### config.mk
export PLATFORM = sky130hd
export DESIGN_NAME = dma_backend_top
export DESIGN_NICKNAME = d
export VERILOG_FILES = /design/src/design/dma_pkg.sv /design/src/design/dma_transfer_ctrl.sv /design/src/design/dma_obi_read.sv /design/src/design/dma_lane_buffer.sv /design/src/design/dma_obi_write.sv /design/src/design/dma_backend_top.sv
export VERILOG_INCLUDE_DIRS = /design/src /design/src/design
export SDC_FILE = /design/constraint.sdc
export NUM_CORES = 1
export LEC_CHECK = 0
export BUFFER_PORTS_ARGS = -buffer_cell sky130_fd_sc_hd__clkbuf_2
export CELL_PAD_IN_SITES_DETAIL_PLACEMENT = 0
export CELL_PAD_IN_SITES_GLOBAL_PLACEMENT = 1
export CORE_ASPECT_RATIO = 1.4
export CORE_UTILIZATION = 30
export DETAILED_ROUTE_END_ITERATION = 7
export PLACE_DENSITY_LB_ADDON = 0.15
export REMOVE_ABC_BUFFERS = 1
export SYNTH_ARGS = -nofsm -noshare
export SYNTH_HDL_FRONTEND = slang
export SYNTH_SLANG_ARGS = --single-unit
### constraint.sdc
create_clock -name clk_i -period 16.7 [get_ports clk_i]
set_input_delay 1.67 -clock clk_i [delete_from_list [all_inputs] [get_ports clk_i]]
set_output_delay 1.67 -clock clk_i [all_outputs]
set_load 0.1 [all_outputs]
### src/design/dma_settings.svh
`ifndef DMA_SETTINGS_SVH
`define DMA_SETTINGS_SVH

// ----------------------------------------------------------------------
// Bus geometry
// ----------------------------------------------------------------------
// Byte address and bus word
`define DMA_ADDR_WIDTH 32
`define DMA_DATA_WIDTH 32

// Byte lanes per word and bits of a byte offset within a word
`define DMA_STRB_WIDTH 4
`define DMA_OFFS_WIDTH 2

// ----------------------------------------------------------------------
// Transfer and buffer sizing
// ----------------------------------------------------------------------
// Transfer length in bytes
`define DMA_LEN_WIDTH 16
// Entries per byte-lane FIFO
`define DMA_LANE_DEPTH 4

`endif

### src/design/dma_pkg.sv
`include "dma_settings.svh"

package dma_pkg;

    // Byte address and bus word
    typedef logic [`DMA_ADDR_WIDTH-1:0] addr_t;
    typedef logic [`DMA_DATA_WIDTH-1:0] data_t;
    // A single byte held in one lane
    typedef logic [7:0] byte_t;
    // Lane mask or byte enable
    typedef logic [`DMA_STRB_WIDTH-1:0] strb_t;
    // Offset, tailer or shift within a word
    typedef logic [`DMA_OFFS_WIDTH-1:0] offs_t;
    // Byte count, also used for beat counters
    typedef logic [`DMA_LEN_WIDTH-1:0] len_t;

    // Transfer control FSM
    typedef enum logic [1:0] {
        CTRL_IDLE,
        CTRL_RUN,
        CTRL_DONE
    } ctrl_state_e;

    // First/last lane mask of a beat
    // Lanes from offset upward, cut above the tailer
    // Tailer of zero keeps all lanes up to the top
    function automatic strb_t lane_mask(input offs_t offset, input offs_t tailer);
        strb_t head;
        strb_t tail;
        head = {`DMA_STRB_WIDTH{1'b1}} << offset;
        tail = {`DMA_STRB_WIDTH{1'b1}};
        if (tailer != '0) begin
            tail = {`DMA_STRB_WIDTH{1'b1}} >> (`DMA_STRB_WIDTH - tailer);
        end
        return head & tail;
    endfunction

endpackage

### src/design/dma_transfer_ctrl.sv
`timescale 1ns/1ns
`include "dma_settings.svh"

module dma_transfer_ctrl (
    input  logic               clk_i,
    input  logic               rst_n_i,
    input  logic               start_i,
    input  dma_pkg::addr_t     src_addr_i,
    input  dma_pkg::addr_t     dst_addr_i,
    input  dma_pkg::len_t      length_i,
    input  logic               rd_gnt_i,
    input  logic               r_dp_ready_i,
    input  logic               w_dp_ready_i,
    input  logic               wr_beat_done_i,
    input  logic               rd_err_seen_i,
    input  logic               wr_err_seen_i,
    output logic               busy_o,
    output logic               done_o,
    output logic               err_o,
    output logic               rd_req_o,
    output dma_pkg::addr_t     rd_addr_o,
    output logic               r_dp_valid_o,
    output dma_pkg::offs_t     r_dp_offset_o,
    output dma_pkg::offs_t     r_dp_tailer_o,
    output dma_pkg::offs_t     r_dp_shift_o,
    output logic               w_dp_valid_o,
    output dma_pkg::addr_t     w_dp_addr_o,
    output dma_pkg::offs_t     w_dp_offset_o,
    output dma_pkg::offs_t     w_dp_tailer_o
);
    dma_pkg::ctrl_state_e state_q, state_d;

    // Registered transfer
    dma_pkg::addr_t src_q, dst_q;
    dma_pkg::len_t  len_q;

    // Derived beat geometry
    dma_pkg::offs_t src_off, dst_off, src_tail, dst_tail;
    dma_pkg::len_t  rd_words, wr_words;
    logic [`DMA_LEN_WIDTH:0] rd_span, wr_span;

    // Beat counters: read address, read datapath, write datapath, completions
    dma_pkg::len_t rd_cnt_q, rdp_cnt_q, wdp_cnt_q, wr_cnt_q;

    logic start_ok;
    logic last_write;
    logic err_q;

    // ----------------------------------------------------------------------
    // Transfer geometry
    // ----------------------------------------------------------------------
    assign src_off  = src_q[`DMA_OFFS_WIDTH-1:0];
    assign dst_off  = dst_q[`DMA_OFFS_WIDTH-1:0];
    // Lane just above the last byte, wraps to zero on a full last word
    assign src_tail = src_off + len_q[`DMA_OFFS_WIDTH-1:0];
    assign dst_tail = dst_off + len_q[`DMA_OFFS_WIDTH-1:0];

    // Offset of the last byte counted from the first word
    assign rd_span = {1'b0, len_q} + src_off - 1'b1;
    assign wr_span = {1'b0, len_q} + dst_off - 1'b1;

    // Words touched, zero for an empty transfer
    assign rd_words = (len_q == '0) ? '0 : dma_pkg::len_t'(rd_span >> `DMA_OFFS_WIDTH) + 1'b1;
    assign wr_words = (len_q == '0) ? '0 : dma_pkg::len_t'(wr_span >> `DMA_OFFS_WIDTH) + 1'b1;

    // ----------------------------------------------------------------------
    // FSM
    // ----------------------------------------------------------------------
    assign busy_o   = (state_q == dma_pkg::CTRL_RUN);
    assign done_o   = (state_q == dma_pkg::CTRL_DONE);
    assign start_ok = start_i & ~busy_o;

    // Finished once every write response is back
    assign last_write = (wr_words == '0) |
                        (wr_beat_done_i & (wr_cnt_q == wr_words - 1'b1));

    always_comb begin
        state_d = state_q;
        case (state_q)
            dma_pkg::CTRL_RUN: begin
                if (last_write) begin
                    state_d = dma_pkg::CTRL_DONE;
                end
            end
            default: begin
                // Idle and done both take a new start
                state_d = start_ok ? dma_pkg::CTRL_RUN : dma_pkg::CTRL_IDLE;
            end
        endcase
    end

    always_ff @(posedge clk_i or negedge rst_n_i) begin
        if (!rst_n_i) begin
            state_q   <= dma_pkg::CTRL_IDLE;
            rd_cnt_q  <= '0;
            rdp_cnt_q <= '0;
            wdp_cnt_q <= '0;
            wr_cnt_q  <= '0;
            err_q     <= 1'b0;
        end else begin
            state_q <= state_d;
            if (start_ok) begin
                rd_cnt_q  <= '0;
                rdp_cnt_q <= '0;
                wdp_cnt_q <= '0;
                wr_cnt_q  <= '0;
                err_q     <= 1'b0;
            end else begin
                if (rd_req_o && rd_gnt_i) rd_cnt_q <= rd_cnt_q + 1'b1;
                if (r_dp_ready_i) rdp_cnt_q <= rdp_cnt_q + 1'b1;
                if (w_dp_ready_i) wdp_cnt_q <= wdp_cnt_q + 1'b1;
                if (wr_beat_done_i) wr_cnt_q <= wr_cnt_q + 1'b1;
                // Sticky until the next accepted start
                if (rd_err_seen_i || wr_err_seen_i) err_q <= 1'b1;
            end
        end
    end

    // Transfer payload
    always_ff @(posedge clk_i) begin
        if (start_ok) begin
            src_q <= src_addr_i;
            dst_q <= dst_addr_i;
            len_q <= length_i;
        end
    end

    assign err_o = err_q;

    // ----------------------------------------------------------------------
    // Beat streams
    // ----------------------------------------------------------------------
    // Read addresses walk word by word from the aligned source start
    assign rd_req_o  = busy_o & (rd_cnt_q < rd_words);
    assign rd_addr_o = {src_q[`DMA_ADDR_WIDTH-1:`DMA_OFFS_WIDTH], `DMA_OFFS_WIDTH'(0)}
                     + (dma_pkg::addr_t'(rd_cnt_q) << `DMA_OFFS_WIDTH);

    // Read datapath, offset on first beat, tailer on last
    assign r_dp_valid_o  = busy_o & (rdp_cnt_q < rd_words);
    assign r_dp_offset_o = (rdp_cnt_q == '0) ? src_off : '0;
    assign r_dp_tailer_o = (rdp_cnt_q == rd_words - 1'b1) ? src_tail : '0;
    assign r_dp_shift_o  = dst_off - src_off;

    // Write datapath from the destination side
    assign w_dp_valid_o  = busy_o & (wdp_cnt_q < wr_words);
    assign w_dp_addr_o   = {dst_q[`DMA_ADDR_WIDTH-1:`DMA_OFFS_WIDTH], `DMA_OFFS_WIDTH'(0)}
                         + (dma_pkg::addr_t'(wdp_cnt_q) << `DMA_OFFS_WIDTH);
    assign w_dp_offset_o = (wdp_cnt_q == '0) ? dst_off : '0;
    assign w_dp_tailer_o = (wdp_cnt_q == wr_words - 1'b1) ? dst_tail : '0;

endmodule

### src/design/dma_obi_read.sv
`timescale 1ns/1ns
`include "dma_settings.svh"

module dma_obi_read (
    input  logic           r_dp_valid_i,
    input  dma_pkg::offs_t r_dp_offset_i,
    input  dma_pkg::offs_t r_dp_tailer_i,
    input  dma_pkg::offs_t r_dp_shift_i,
    input  logic           rd_rvalid_i,
    input  dma_pkg::data_t rd_rdata_i,
    input  logic           rd_err_i,
    input  dma_pkg::strb_t lane_full_i,
    output logic           r_dp_ready_o,
    output logic           rd_rready_o,
    output dma_pkg::strb_t lane_push_o,
    output dma_pkg::data_t lane_wdata_o,
    output logic           rd_err_seen_o
);
    // Mask in source lane order, before the shift
    dma_pkg::strb_t mask_rd;
    // Mask in destination lane order
    dma_pkg::strb_t mask_in;

    // Double-width copies for the rotation
    logic [2*`DMA_STRB_WIDTH-1:0] mask_dbl;
    logic [2*`DMA_DATA_WIDTH-1:0] data_dbl;

    logic in_ready;
    logic take;

    // ----------------------------------------------------------------------
    // Mask pre-calculation
    // ----------------------------------------------------------------------
    // Unaligned ends carry unwanted bytes
    // e.g. 7 bytes from offset 2: iivv|vvvv|viii
    assign mask_rd = dma_pkg::lane_mask(r_dp_offset_i, r_dp_tailer_i);

    // ----------------------------------------------------------------------
    // Barrel shifter
    // ----------------------------------------------------------------------
    // Rotate left by the shift, bytes wrap into the low lanes
    assign mask_dbl     = {mask_rd, mask_rd} << r_dp_shift_i;
    assign mask_in      = mask_dbl[2*`DMA_STRB_WIDTH-1:`DMA_STRB_WIDTH];
    assign data_dbl     = {rd_rdata_i, rd_rdata_i} << {r_dp_shift_i, 3'b000};
    assign lane_wdata_o = data_dbl[2*`DMA_DATA_WIDTH-1:`DMA_DATA_WIDTH];

    // ----------------------------------------------------------------------
    // Read control
    // ----------------------------------------------------------------------
    // Room needed only in the lanes this beat writes
    assign in_ready = &(~lane_full_i | ~mask_in);

    // Response taken only against a live descriptor
    assign rd_rready_o = r_dp_valid_i & in_ready;
    assign take        = rd_rvalid_i & rd_rready_o;

    // Push the selected lanes in the same cycle
    assign lane_push_o = take ? mask_in : '0;

    // One descriptor per response beat
    assign r_dp_ready_o = take;

    // Errored beats still flow so the write side drains
    assign rd_err_seen_o = take & rd_err_i;

endmodule

### src/design/dma_lane_buffer.sv
`timescale 1ns/1ns
`include "dma_settings.svh"

module dma_lane_buffer (
    input  logic           clk_i,
    input  logic           rst_n_i,
    input  dma_pkg::strb_t lane_push_i,
    input  dma_pkg::data_t lane_wdata_i,
    input  dma_pkg::strb_t lane_pop_i,
    output dma_pkg::strb_t lane_full_o,
    output dma_pkg::strb_t lane_empty_o,
    output dma_pkg::data_t lane_rdata_o
);
    localparam int PtrWidth = $clog2(`DMA_LANE_DEPTH);

    // One independent byte FIFO per lane
    // Lanes fill and drain out of step during realignment
    for (genvar l = 0; l < `DMA_STRB_WIDTH; l++) begin : gen_lane
        dma_pkg::byte_t mem [`DMA_LANE_DEPTH];

        logic [PtrWidth-1:0] wptr_q, rptr_q;
        logic [PtrWidth:0]   cnt_q;

        logic push, pop;

        assign push = lane_push_i[l];
        assign pop  = lane_pop_i[l];

        // Pointers and fill level
        always_ff @(posedge clk_i or negedge rst_n_i) begin
            if (!rst_n_i) begin
                wptr_q <= '0;
                rptr_q <= '0;
                cnt_q  <= '0;
            end else begin
                if (push) wptr_q <= wptr_q + 1'b1;
                if (pop) rptr_q <= rptr_q + 1'b1;
                case ({push, pop})
                    2'b10:   cnt_q <= cnt_q + 1'b1;
                    2'b01:   cnt_q <= cnt_q - 1'b1;
                    default: cnt_q <= cnt_q;
                endcase
            end
        end

        // Storage, visible at the head one cycle after the push
        always_ff @(posedge clk_i) begin
            if (push) begin
                mem[wptr_q] <= lane_wdata_i[8*l +: 8];
            end
        end

        assign lane_full_o[l]        = (cnt_q == (PtrWidth+1)'(`DMA_LANE_DEPTH));
        assign lane_empty_o[l]       = (cnt_q == '0);
        assign lane_rdata_o[8*l +: 8] = mem[rptr_q];
    end

endmodule

### src/design/dma_obi_write.sv
`timescale 1ns/1ns

module dma_obi_write (
    input  logic           clk_i,
    input  logic           rst_n_i,
    input  logic           w_dp_valid_i,
    input  dma_pkg::addr_t w_dp_addr_i,
    input  dma_pkg::offs_t w_dp_offset_i,
    input  dma_pkg::offs_t w_dp_tailer_i,
    input  dma_pkg::strb_t lane_empty_i,
    input  dma_pkg::data_t lane_rdata_i,
    input  logic           wr_gnt_i,
    input  logic           wr_rvalid_i,
    input  logic           wr_err_i,
    output logic           w_dp_ready_o,
    output dma_pkg::strb_t lane_pop_o,
    output logic           wr_req_o,
    output dma_pkg::addr_t wr_addr_o,
    output dma_pkg::data_t wr_wdata_o,
    output dma_pkg::strb_t wr_be_o,
    output logic           wr_rready_o,
    output logic           wr_beat_done_o,
    output logic           wr_err_seen_o
);
    // Destination-aligned byte enables
    dma_pkg::strb_t be;
    // A write is waiting for its response
    logic outst_q;
    logic lanes_ok;
    logic granted;

    // ----------------------------------------------------------------------
    // Address phase
    // ----------------------------------------------------------------------
    assign be = dma_pkg::lane_mask(w_dp_offset_i, w_dp_tailer_i);

    // All enabled lanes hold a byte
    assign lanes_ok = &(~lane_empty_i | ~be);

    // Lanes and descriptor stay put until the grant
    assign wr_req_o   = w_dp_valid_i & ~outst_q & lanes_ok;
    assign wr_addr_o  = w_dp_addr_i;
    assign wr_wdata_o = lane_rdata_i;
    assign wr_be_o    = be;
    assign granted    = wr_req_o & wr_gnt_i;

    // Lane heads popped in the grant cycle
    assign lane_pop_o   = granted ? be : '0;
    assign w_dp_ready_o = granted;

    // ----------------------------------------------------------------------
    // Response phase
    // ----------------------------------------------------------------------
    always_ff @(posedge clk_i or negedge rst_n_i) begin
        if (!rst_n_i) begin
            outst_q <= 1'b0;
        end else if (granted) begin
            outst_q <= 1'b1;
        end else if (wr_beat_done_o) begin
            outst_q <= 1'b0;
        end
    end

    // Ready only for the single outstanding write
    assign wr_rready_o    = outst_q;
    assign wr_beat_done_o = wr_rvalid_i & outst_q;
    assign wr_err_seen_o  = wr_beat_done_o & wr_err_i;

endmodule

### src/design/dma_backend_top.sv
`timescale 1ns/1ns

module dma_backend_top (
    input  logic           clk_i,
    input  logic           rst_n_i,
    // Transfer port
    input  logic           start_i,
    input  dma_pkg::addr_t src_addr_i,
    input  dma_pkg::addr_t dst_addr_i,
    input  dma_pkg::len_t  length_i,
    output logic           busy_o,
    output logic           done_o,
    output logic           err_o,
    // OBI read manager
    output logic           rd_req_o,
    output dma_pkg::addr_t rd_addr_o,
    input  logic           rd_gnt_i,
    input  logic           rd_rvalid_i,
    input  dma_pkg::data_t rd_rdata_i,
    input  logic           rd_err_i,
    output logic           rd_rready_o,
    // OBI write manager
    output logic           wr_req_o,
    output dma_pkg::addr_t wr_addr_o,
    output dma_pkg::data_t wr_wdata_o,
    output dma_pkg::strb_t wr_be_o,
    input  logic           wr_gnt_i,
    input  logic           wr_rvalid_i,
    input  logic           wr_err_i,
    output logic           wr_rready_o
);
    // Read datapath descriptor
    logic           r_dp_valid, r_dp_ready;
    dma_pkg::offs_t r_dp_offset, r_dp_tailer, r_dp_shift;

    // Write datapath descriptor
    logic           w_dp_valid, w_dp_ready;
    dma_pkg::addr_t w_dp_addr;
    dma_pkg::offs_t w_dp_offset, w_dp_tailer;

    // Byte-lane buffer
    dma_pkg::strb_t lane_push, lane_pop, lane_full, lane_empty;
    dma_pkg::data_t lane_wdata, lane_rdata;

    // Completion and errors
    logic wr_beat_done, rd_err_seen, wr_err_seen;

    dma_transfer_ctrl u_ctrl (
        .clk_i, .rst_n_i, .start_i, .src_addr_i, .dst_addr_i, .length_i,
        .rd_gnt_i,
        .r_dp_ready_i   (r_dp_ready),
        .w_dp_ready_i   (w_dp_ready),
        .wr_beat_done_i (wr_beat_done),
        .rd_err_seen_i  (rd_err_seen),
        .wr_err_seen_i  (wr_err_seen),
        .busy_o, .done_o, .err_o, .rd_req_o, .rd_addr_o,
        .r_dp_valid_o   (r_dp_valid),
        .r_dp_offset_o  (r_dp_offset),
        .r_dp_tailer_o  (r_dp_tailer),
        .r_dp_shift_o   (r_dp_shift),
        .w_dp_valid_o   (w_dp_valid),
        .w_dp_addr_o    (w_dp_addr),
        .w_dp_offset_o  (w_dp_offset),
        .w_dp_tailer_o  (w_dp_tailer)
    );

    dma_obi_read u_read (
        .r_dp_valid_i  (r_dp_valid),
        .r_dp_offset_i (r_dp_offset),
        .r_dp_tailer_i (r_dp_tailer),
        .r_dp_shift_i  (r_dp_shift),
        .rd_rvalid_i, .rd_rdata_i, .rd_err_i,
        .lane_full_i   (lane_full),
        .r_dp_ready_o  (r_dp_ready),
        .rd_rready_o,
        .lane_push_o   (lane_push),
        .lane_wdata_o  (lane_wdata),
        .rd_err_seen_o (rd_err_seen)
    );

    dma_lane_buffer u_buffer (
        .clk_i, .rst_n_i,
        .lane_push_i  (lane_push),
        .lane_wdata_i (lane_wdata),
        .lane_pop_i   (lane_pop),
        .lane_full_o  (lane_full),
        .lane_empty_o (lane_empty),
        .lane_rdata_o (lane_rdata)
    );

    dma_obi_write u_write (
        .clk_i, .rst_n_i,
        .w_dp_valid_i   (w_dp_valid),
        .w_dp_addr_i    (w_dp_addr),
        .w_dp_offset_i  (w_dp_offset),
        .w_dp_tailer_i  (w_dp_tailer),
        .lane_empty_i   (lane_empty),
        .lane_rdata_i   (lane_rdata),
        .wr_gnt_i, .wr_rvalid_i, .wr_err_i,
        .w_dp_ready_o   (w_dp_ready),
        .lane_pop_o     (lane_pop),
        .wr_req_o, .wr_addr_o, .wr_wdata_o, .wr_be_o, .wr_rready_o,
        .wr_beat_done_o (wr_beat_done),
        .wr_err_seen_o  (wr_err_seen)
    );

endmodule

## After elaboration in Yosys (flattened, before gate mapping)

Memories as Yosys holds them, arrays and structs flattened.
Index checks and enable logic that the tools add are counted.

- Bitwise gates (word level): 24
- Order comparisons: 3
- Muxes and demuxes: 37
- Add/subtract/negate cells: 35
- Shift operators: 6
- Equal/unequal tests: 18
- Reduce and logical (&&, ||, !) cells: 24

Operators by type and width:

| operator | count |
|---|---|
| two-way mux 16 bit | 10 |
| adder 16 x 1 -> 16 bit (second input constant) | 4 |
| adder 32 x 18 -> 32 bit | 2 |
| logical NOT 16 bit | 4 |
| left shift 64 x 5 -> 64 bit | 1 |
| >> shifter 4 x 32 -> 4 bit (first input constant) | 2 |
| equality test 16 bit | 3 |
| < comparator 16 bit | 3 |
| adder 16 x 2 -> 17 bit | 2 |
| subtractor 17 x 1 -> 17 bit (second input constant) | 2 |
| adder 15 x 1 -> 16 bit (second input constant) | 2 |
| subtractor 16 x 1 -> 16 bit (second input constant) | 2 |
| one-hot mux 3 bit (2 select lines) | 4 |
| nonzero test 2 bit | 12 |
| adder 2 x 1 -> 2 bit (second input constant) | 8 |
| two-way mux 4 bit | 4 |
| NOT 4 bit | 4 |
| AND 1 bit | 13 |
| two-way mux 1 bit | 13 |
| adder 3 x 1 -> 3 bit (second input constant) | 4 |
| equality test 3 bit (second input constant) | 4 |
| logical NOT 3 bit | 4 |
| two-way mux 2 bit | 6 |
| subtractor 3 x 1 -> 3 bit (second input constant) | 4 |
| 15 further kinds | 30 |

- Flip-flop bits (word level): 176
- Bits in writable memories: 128
- Memories kept: 4
- Logic and storage cells: 173
- Input port bits: 121
- Output and inout bits: 107

Memories:

| name | depth | width | rd ports | clocked after memory_dff | write ports | line | RTL |
|---|---|---|---|---|---|---|---|
| u_buffer.gen_lane[0].mem | 4 | 8 | 1 | 0 | 1 | dma_lane_buffer.sv:19 | `` dma_pkg::byte_t mem [`DMA_LANE_DEPTH]; `` |
| u_buffer.gen_lane[1].mem | 4 | 8 | 1 | 0 | 1 | dma_lane_buffer.sv:19 |  |
| u_buffer.gen_lane[2].mem | 4 | 8 | 1 | 0 | 1 | dma_lane_buffer.sv:19 |  |
| u_buffer.gen_lane[3].mem | 4 | 8 | 1 | 0 | 1 | dma_lane_buffer.sv:19 |  |

## Depth between registers and ports, before layout

Gate-level depths: netlist (run 1).

- Word-level depth: 21
- Gate-level depth with buffers: 35

## Modules after synthesis

From an unflattened synthesis (run 1), not the netlist that was laid out.

- Cells, all modules: 1978
- Area, all modules: 21403.0 um2

By module, submodules not included:

| module | area an instance (um2) | times used | cells each | seq. area each (um2) |
|---|---|---|---|---|
| dma_transfer_ctrl | 13371.6 | 1 | 1492 | 4078.9 |
| dma_lane_buffer | 6207.2 | 1 | 315 | 4544.4 |
| dma_obi_read | 1094.8 | 1 | 79 | 0.0 |
| dma_obi_write | 729.4 | 1 | 92 | 25.0 |

## Least setup slack after synthesis (run 1)

No wires, ideal clock.

- Path type: register to output
- From: register u_ctrl.dst_q[1]
- To: output port wr_req_o
- Stages on the path, launching flop included: 23
- Arrival: 7.734 ns
- Setup slack: 7.296 ns
- Buffers on the path: 2
- Cells stage by stage: edfxtp_1 inv_1 ha_1 nor2_1 fa_1 xnor2_2 and2_1 or3b_4 or3_4 or3_1 buf_2 o31a_1 nor3_2 or4b_1 buf_4 nor3_1 or4_1 or4_1 or2_1 ha_1 a21oi_1 a221oi_1 and2_1

- Word-level cells in the longest chain between the ends: 15
- Elaborated cells between the ends (all ways): 22
- Classes of those cells: 6 x add/sub; 1 x order compare; 1 x eq/ne; 2 x shift; 4 x mux; 6 x bitwise; 2 x reduce/logical

RTL lines:

| what | line | RTL |
|---|---|---|
| start: declaration | dma_transfer_ctrl.sv:34 | `dma_pkg::addr_t src_q, dst_q;` |
| start signal: assignment | dma_transfer_ctrl.sv:123 | `dst_q <= dst_addr_i;` |
| adder 16 x 2 -> 17 bit | dma_transfer_ctrl.sv:60 | `assign wr_span = {1'b0, len_q} + dst_off - 1'b1;` |
| subtractor 17 x 1 -> 17 bit | dma_transfer_ctrl.sv:60 |  |
| adder 15 x 1 -> 16 bit | dma_transfer_ctrl.sv:64 | `` assign wr_words = (len_q == '0) ? '0 : dma_pkg::len_t'(wr_span >> `DMA_OFFS_WIDTH) + 1'b1; `` |
| two-way mux 16 bit | dma_transfer_ctrl.sv:64 |  |
| subtractor 16 x 1 -> 16 bit | dma_transfer_ctrl.sv:149 | `assign w_dp_tailer_o = (wdp_cnt_q == wr_words - 1'b1) ? dst_tail : '0;` |
| equality test 16 bit | dma_transfer_ctrl.sv:149 |  |
| two-way mux 2 bit | dma_transfer_ctrl.sv:149 |  |
| subtractor 3 x 2 -> 4 bit (no line) | - |  |
| >> shifter 4 x 32 -> 4 bit | dma_pkg.sv:33 | `` tail = {`DMA_STRB_WIDTH{1'b1}} >> (`DMA_STRB_WIDTH - tailer); `` |
| two-way mux 4 bit | dma_pkg.sv:32 | `if (tailer != '0) begin` |
| AND 4 bit (*) | dma_pkg.sv:35 | `return head & tail;` |
| via wr_be_o[2] | dma_backend_top.sv:26 | `output dma_pkg::strb_t wr_be_o,` |
| NOT 4 bit (*) | dma_obi_write.sv:38 | `assign lanes_ok = &(~lane_empty_i \| ~be);` |
| bitwise OR 4 bit (*) | dma_obi_write.sv:38 |  |
| AND reduction 4 bit (*) | dma_obi_write.sv:38 |  |
| AND 1 bit (*) | dma_obi_write.sv:41 | `assign wr_req_o = w_dp_valid_i & ~outst_q & lanes_ok;` |
| end: declaration | dma_backend_top.sv:23 | `output logic wr_req_o,` |

The timed path passes the listed nets; every way through them passes the cells marked *.

## Worst setup path after layout (run 1)

- From: register u_ctrl.src_q[1]
- To: output port rd_rready_o

- Word-level cells in the longest chain between the ends: 16
- Elaborated cells between the ends (all ways): 23
- Classes of those cells: 7 x add/sub; 1 x order compare; 1 x eq/ne; 3 x shift; 4 x mux; 5 x bitwise; 2 x reduce/logical

RTL lines:

| what | line | RTL |
|---|---|---|
| start: declaration | dma_transfer_ctrl.sv:34 |  |
| start signal: assignment | dma_transfer_ctrl.sv:122 | `src_q <= src_addr_i;` |
| adder 16 x 2 -> 17 bit | dma_transfer_ctrl.sv:59 | `assign rd_span = {1'b0, len_q} + src_off - 1'b1;` |
| subtractor 17 x 1 -> 17 bit | dma_transfer_ctrl.sv:59 |  |
| adder 15 x 1 -> 16 bit | dma_transfer_ctrl.sv:63 | `` assign rd_words = (len_q == '0) ? '0 : dma_pkg::len_t'(rd_span >> `DMA_OFFS_WIDTH) + 1'b1; `` |
| two-way mux 16 bit | dma_transfer_ctrl.sv:63 |  |
| subtractor 16 x 1 -> 16 bit | dma_transfer_ctrl.sv:141 | `assign r_dp_tailer_o = (rdp_cnt_q == rd_words - 1'b1) ? src_tail : '0;` |
| equality test 16 bit | dma_transfer_ctrl.sv:141 |  |
| two-way mux 2 bit | dma_transfer_ctrl.sv:141 |  |
| subtractor 3 x 2 -> 4 bit (no line) | - |  |
| >> shifter 4 x 32 -> 4 bit | dma_pkg.sv:33 |  |
| two-way mux 4 bit | dma_pkg.sv:32 |  |
| AND 4 bit | dma_pkg.sv:35 |  |
| left shift 8 x 2 -> 8 bit | dma_obi_read.sv:42 | `assign mask_dbl = {mask_rd, mask_rd} << r_dp_shift_i;` |
| NOT 4 bit | dma_obi_read.sv:51 | `assign in_ready = &(~lane_full_i \| ~mask_in);` |
| bitwise OR 4 bit | dma_obi_read.sv:51 |  |
| AND reduction 4 bit | dma_obi_read.sv:51 |  |
| AND 1 bit (*) | dma_obi_read.sv:54 | `assign rd_rready_o = r_dp_valid_i & in_ready;` |
| end: declaration | dma_backend_top.sv:21 | `output logic rd_rready_o,` |

Every way passes the cells marked *; elsewhere a longest branch is shown, timed or not.

==> impl_metrics.env, run 1 <==
export IMPL_antenna_left=0
export IMPL_fp_dieW_microns=223
export IMPL_slowest_stage="a211oi_1"
export IMPL_r2r_slack_ns=7.11
export IMPL_crit_path_start_kind="register"
export IMPL_path_cells="inv_1, ha_1, or2_2, fa_1, o21ba_2, a211oi_1, o211ai_1, a2111o_1, nor4_1, mux2i_1, a21boi_0, nand4_1, nor2b_1, o21a_1, o31ai_1, o2111ai_1, ha_1, o21a_1, a2111oi_0, o21ai_0, nor3_1, and2_1, clkbuf_2"
export IMPL_synth_top_family_by_area="simple AND/OR/NAND/NOR gates"
export IMPL_fill_cells=6792
export IMPL_holdBufCountCts=0
export IMPL_fmax_ghz=0.0981
export IMPL_grt_overflow=0
export IMPL_grt_first_pass_wirelength_mm=93.9
export IMPL_timing_rr_end="u_buffer.gen_lane[1].cnt_q[2]$_DFFE_PN0P_"
export IMPL_dr_first_iter_drc_count=799
export IMPL_final_hold_viol_count=0
export IMPL_max_vdd_ir_drop_uv=218
export IMPL_skew_ns=0.0305
export IMPL_maxCapViolCount=0
export IMPL_crit_buf_inv=2
export IMPL_p_leak_nw=9.96
export IMPL_mostFrequentLayoutCell="clkbuf_2"
export IMPL_arrival_ns=8.53
export IMPL_dieArea_sq_um=69500
export IMPL_gr_usage_all_layers_pct=17.6
export IMPL_post_drt_wl_per_cell_microns=20.2
export IMPL_wirelength_mm=61.3
export IMPL_cts_sinks=304
export IMPL_crit_path_max_incr_delay_ns=0.56
export IMPL_finalCriticalPeriod_ns=10.20
export IMPL_ys_ff_latch=304
export IMPL_r2r_start="u_ctrl.src_q[1]$_DFFE_PP_"
export IMPL_hold_path_class="register to register"
export IMPL_vias=15647
export IMPL_post_dp_hpwl_mm=48.1
export IMPL_core_area_sq_um=67700
export IMPL_grt_pass1_vias=15766
export IMPL_synth_xor_area_share_pct=8.74
export IMPL_hold_depth=1
export IMPL_synth_edf_count=208
export IMPL_r2r_cells=30
export IMPL_hp_start="u_buffer.gen_lane[1].cnt_q[2]$_DFFE_PN0P_"
export IMPL_power_mw=3.23
export IMPL_relSlewSlack_pct=20.7
export IMPL_numPortBuffers=223
export IMPL_num_rows=113
export IMPL_ys_flop_type="edfxtp_1"
export IMPL_yosys_mux_area_fraction_pct=7.82
export IMPL_gp_congestion=0.900
export IMPL_async_flop_share_pct=31.6
export IMPL_design_portCount=228
export IMPL_netlist_instances=1937
export IMPL_grt_max_degree=77
export IMPL_crit_type="register to output pin"
export IMPL_cts_inserted_buffers=37
export IMPL_drive_above_1_share_pct=16.7
export IMPL_clock_latency_ns=0.57
export IMPL_synthAdderAreaFrac_pct=9.55
export IMPL_fin_tns_setup_ns=0
export IMPL_vias_per_cell=5.15
export IMPL_tightest_slew_ns=1.18
export IMPL_cts_root_buf="clkbuf_16"
export IMPL_startpoint="u_ctrl.src_q[1]$_DFFE_PP_"
export IMPL_ys_seq_area_share_pct=42.1
export IMPL_dr_pass1_iters=7
export IMPL_dieHeight_microns=312
export IMPL_post_cts_buffers=0
export IMPL_critPathRequiredTime_ns=15.03
export IMPL_min_to="u_buffer.gen_lane[1].cnt_q[2]$_DFFE_PN0P_"
export IMPL_setup_slack_ns=6.50
export IMPL_start_util_pct=30.3
export IMPL_crit_path_end_kind="output pin"
export IMPL_min_period_over_period_pct=61.1
export IMPL_run_status="finished, final reports clean"
export IMPL_ys_types=88
export IMPL_layout_nets=2418
export IMPL_path_max_fanout=6
export IMPL_rsz0062_at_grt="false"
export IMPL_setup_violations_final=0
export IMPL_area_growth_pct=16.5
export IMPL_htree_levels=2
export IMPL_ctsResizeCount=0
export IMPL_synth_simple_area_share_pct=16.6
export IMPL_crit_family="compound AO/OA/AOI/OAI gates"
export IMPL_clk_pin_slew_ns=0.06
export IMPL_power_density_nw_per_um2=135
export IMPL_ys_warnings_count=0
export IMPL_drc=0
export IMPL_synth_compound_area_share_pct=11.7
export IMPL_dp_slack_ns=7.08
export IMPL_clockBufferDepth=3
export IMPL_antenna_found_initial=1
export IMPL_most_common_layout_cells="clkbuf_2, edfxtp_1, nor2_1, ha_1, xnor2_1"
export IMPL_syn_cell_area_sq_um=20500
export IMPL_syn_area_per_cell_sq_um=10.6
export IMPL_slew_violations=0
export IMPL_utilization_pct=35.3
export IMPL_final_cells=3037
export IMPL_place_inst=2968
export IMPL_cts_tree="done"
-- per-layer routing --
layer	global-route usage, %	up-vias	part of all wire (%)
met3	2.34	84	4.1
met5	0	-	0
met1	20.5	7488	41
li1	-	7642	-
met2	33.1	433	53
met4	5.33	0	2.7
-- power by group --
| part | leakage, nW | internal, mW | switching [mW] | total, mW |
|---|---|---|---|---|
| clock | 0.661 | 0.562 | 0.351 | 0.914 |
| combinational | 6.18 | 0.320 | 0.934 | 1.25 |
| sequential | 3.12 | 0.923 | 0.144 | 1.07 |
| total | 9.96 | 1.81 | 1.43 | 3.23 |
-- registers in the layout, indices dropped and copies added (netlist names), 8 cells and up --
register,cells
u_buffer.gen_lane.wptr_q,8
u_ctrl.len_q,16
u_buffer.gen_lane.cnt_q,12
u_ctrl.rdp_cnt_q,16
u_ctrl.src_q,32
u_buffer.gen_lane.mem,128
u_ctrl.dst_q,32
u_ctrl.wdp_cnt_q,16
u_ctrl.wr_cnt_q,16
u_ctrl.rd_cnt_q,16
u_buffer.gen_lane.rptr_q,8
-- how the worst max path moves through the flow --
stage / endpoint / slack [ns] / depth (start not counted)
floorplan: wr_req_o / 7.07 / 19
global placement: rd_rready_o / 7.28 / 23
detailed placement: rd_rready_o / 7.08 / 23
CTS: rd_rready_o / 6.43 / 23
global route: rd_rready_o / 5.84 / 23
finish: rd_rready_o / 6.50 / 23
-- synthesized netlist by cell type, types with 27 or more instances --
library cell  instances  area, sq um
edfxtp_1            208         6250
nor2_1              145          544
ha_1                144         1800
xnor2_1             123         1080
nand2_1             116          435
inv_1               115          432
dfrtp_1              96         2400
mux2i_1              85          851
xor2_1               62          543
o21ai_0              60          300
a21oi_1              54          270
nand3_1              54          270
nor3_1               49          245
clkbuf_1             47          176
nand4_1              43          269
and3_1               33          206
mux4_2               32          721
nor2b_1              30          188
nor4_1               28          175
o21a_1               27          203
-- metrics by stage --
step	instance area, sq um	hold slack [ns]
after floorplan	20300	0.456
after detailed placement	22600	0.512
after CTS	23900	0.525
final	23900	0.521
after global placement	22600	0.509
after global routing	23900	0.555
-- cell families (layout without fill, tap and decap cells) --
logic type,count (synthesis),after routing
simple gates,641,641
flops,304,304
buf+inv,182,416
fa+ha+maj,152,152
mux,120,120
other cells,1,5
xor+xnor,193,193
compound gates,344,344
-- worst reg2reg max path: cells and delay by family, from the launching register on --
family / cells / cell delay, ns
AOI/OAI and AO/OA: 11 / 3.63
and+or+nand+nor: 8 / 2.88
adders and majority gates: 5 / 1.44
muxes: 1 / 0.47
DFF: 1 / 0.44
xor gates and xnor gates: 2 / 0.30
buffers and inverters: 3 / 0.28
-- cell type report --
class	instances	area, sq um	area share [%]
Antenna cell	1	2.50	0.0105
Clock buffer	43	968	4.05
Clock inverter	25	395	1.65
Inverter	116	440	1.84
Multi-Input combinational cell	1454	11200	46.8
Sequential cell	304	8650	36.1
Tap cell	862	1080	4.51
Timing Repair Buffer	232	1190	4.96
Power figures use the tool's default switching activity.
==> run 2: changes to the inputs <==
ABC_AREA = 1   (was default)
clock period = 10 ns   (was 16.7 ns; I/O delays follow)
==> run 2 against run 1 <==
Clock skew down 0.0024 ns. Register-to-register slack worse by 5.0 ns. Utilization shrank 0.24 points. Sequential share of layout area fell by 0.37 points. Clock-buffer cell count grew 1. Largest cell class unchanged.
==> impl_metrics.env, run 2 <==
export IMPL_run_status="finished, final reports clean"
export IMPL_fin_tns_setup_ns=0
export IMPL_wl_met1_mm=26.2
export IMPL_drc=0
export IMPL_grt_overflow=0
export IMPL_synth_edf_count=208
export IMPL_syn_cell_area_sq_um=20800
export IMPL_post_dp_hpwl_mm=50.9
export IMPL_max_vdd_ir_drop_uv=144
export IMPL_diodes=0
export IMPL_utilization_pct=35.1
export IMPL_grt_max_degree=61
export IMPL_dr_pass1_iters=5
export IMPL_netlist_instances=2579
export IMPL_synth_top_area_share_pct=30.0
export IMPL_async_flop_share_pct=31.6
export IMPL_p_comb_share_pct=59.2
export IMPL_syn_area_per_cell_sq_um=8.08
export IMPL_synth_most_common_cell="nand2_1"
export IMPL_cts_tree="done"
export IMPL_pwr_share_clk_pct=16.8
export IMPL_power_frac_seq_pct=24.0
export IMPL_ys_types=54
export IMPL_hold_path_class="input pin to async pin"
export IMPL_wirelength_mm=64.0
export IMPL_gp_congestion=0.828
export IMPL_wl_met3_mm=2.54
export IMPL_crit_type="register to register"
export IMPL_p_switching_mw=4.49
export IMPL_synthTopCellsByArea="edfxtp_1, dfrtp_1, nand2_1"
export IMPL_synth_top_cell_by_area="edfxtp_1"
export IMPL_area_growth_pct=16.0
export IMPL_ctsResizeCount=0
export IMPL_setup_slack_ns=2.11
export IMPL_ys_seq_area_share_pct=41.5
export IMPL_gr_usage_all_layers_pct=18.3
export IMPL_dr_first_iter_drc_count=880
export IMPL_vias_per_cell=4.75
export IMPL_maxCapViolCount=0
export IMPL_fmax_ghz=0.127
export IMPL_design_portCount=228
export IMPL_setup_violations_final=0
export IMPL_tightest_slew_ns=0.985
export IMPL_top_register="u_buffer.gen_lane.mem"
export IMPL_r2r_slack_ns=2.11
export IMPL_fp_dieW_microns=225
export IMPL_start_util_pct=30.2
export IMPL_post_cts_buffers=0
export IMPL_drive_above_1_share_pct=14.2
export IMPL_num_rows=114
export IMPL_crit_path_start_kind="register"
export IMPL_holdBufCountCts=0
export IMPL_critPathRequiredTime_ns=10.44
export IMPL_clk_pin_slew_ns=0.06
export IMPL_arrival_ns=8.33
export IMPL_reg_top3="u_buffer.gen_lane.mem (128), u_ctrl.dst_q (32), u_ctrl.src_q (32)"
export IMPL_path_max_fanout=12
export IMPL_vias=17847
export IMPL_ys_flop_type="edfxtp_1"
export IMPL_post_drt_wl_per_cell_microns=17.0
export IMPL_cts_root_buf="clkbuf_16"
export IMPL_layout_nets=3073
export IMPL_finalCriticalPeriod_ns=7.89
export IMPL_ys_ff_latch=304
export IMPL_hold_slack_ns=0.424
export IMPL_min_period_over_period_pct=78.9
export IMPL_mostFrequentLayoutCell="nand2_1"
export IMPL_power_density_nw_per_um2=333
export IMPL_clockBufferDepth=3
export IMPL_intPower_mw=3.57
export IMPL_routed_top_layer="met5"
export IMPL_dieHeight_microns=314
export IMPL_cts_sinks=304
export IMPL_most_common_layout_cells="nand2_1, inv_1, nor2_1, clkbuf_2, edfxtp_1"
export IMPL_p_leak_nw=11.1
export IMPL_largest_reg_flops=128
export IMPL_core_area_sq_um=68900
export IMPL_yosys_top_cells_count="nand2_1, inv_1, nor2_1"
export IMPL_skew_ns=0.0281
export IMPL_numPortBuffers=223
export IMPL_crit_path_end_kind="register"
export IMPL_antenna_found_initial=1
export IMPL_ys_warnings_count=0
export IMPL_htree_levels=2
export IMPL_antenna_left=0
export IMPL_crit_path_max_incr_delay_ns=0.62
export IMPL_final_hold_viol_count=0
export IMPL_power_mw=8.06
export IMPL_dieArea_sq_um=70500
export IMPL_cts_inserted_buffers=37
export IMPL_clock_latency_ns=0.57
export IMPL_rsz0062_at_grt="false"
export IMPL_switching_share_pct=55.7
export IMPL_grt_pass1_vias=17960
export IMPL_slowest_stage="nand3_1"
export IMPL_relSlewSlack_pct=33.7
export IMPL_grt_first_pass_wirelength_mm=100
export IMPL_dp_slack_ns=1.96
export IMPL_wl_met2_mm=32.7
export IMPL_slew_violations=0
run 2: power groups by stage:
stage	sequential [mW]	clock, mW	combinational, mW
after floorplan	1.89	0	3.66
after global placement	1.96	0	4.78
after detailed placement	1.96	0	4.82
after CTS	1.94	1.40	4.84
after global routing	1.97	1.44	5.26
final	1.93	1.35	4.77
run 2: cells by family after synthesis:
kind of cell	synth area share, %
other cells	0.0180
compound gates	9.60
xor+xnor	5.54
fa+ha+maj	9.42
simple gates	27.0
mux	0.0480
buf+inv	6.90
flops	41.5
run 2: through the flow:
step | instance area (sq um) | cells
after floorplan | 20600 | 2530
after global placement | 23000 | 3689
after detailed placement | 23000 | 3689
after CTS | 24200 | 3757
after global routing | 24200 | 3757
final | 24200 | 3757
run 2: cell type report:
cell class	instances	area [sq um]
Tap cell	928	1160
Sequential cell	304	8650
Clock buffer	44	962
Inverter	322	1210
Multi-Input combinational cell	1904	10800
Clock inverter	24	244
Timing Repair Buffer	231	1180
Fill cell	7325	44700
run 2: path summary, 6_finish.rpt:
check	cells after the start	from	endpoint
min in group clk_i	1	u_buffer.gen_lane[0].cnt_q[0]$_DFFE_PN0P_	u_buffer.gen_lane[0].cnt_q[0]$_DFFE_PN0P_
worst max register to register	37	u_ctrl.dst_q[1]$_DFFE_PP_	u_buffer.gen_lane[0].cnt_q[2]$_DFFE_PN0P_
worst min-delay path	1	rst_n_i	u_ctrl.wr_cnt_q[10]$_DFFE_PN0P_
worst max-delay path	37	u_ctrl.dst_q[1]$_DFFE_PP_	u_buffer.gen_lane[0].cnt_q[2]$_DFFE_PN0P_
max in group asynchronous	2	rst_n_i	u_ctrl.rd_cnt_q[15]$_DFFE_PN0P_
worst min register to register	1	u_buffer.gen_lane[0].cnt_q[0]$_DFFE_PN0P_	u_buffer.gen_lane[0].cnt_q[0]$_DFFE_PN0P_
run 2: worst max-delay path, delay by kind of cell, from the launching register on:
family                     cells  cell delay [ns]
and+or+nand+nor               17             3.17
DFF                            1             0.43
buffers and inverters          6             0.79
adders and majority gates      7             1.94
xor gates and xnor gates       3             0.52
AOI/OAI and AO/OA              4             0.91
run 2: layer usage:
layer	up-vias	track usage [%]
li1	9047	-
met1	8330	20.8
met2	366	33.8
met3	102	2.64
met4	2	7.47
met5	-	0
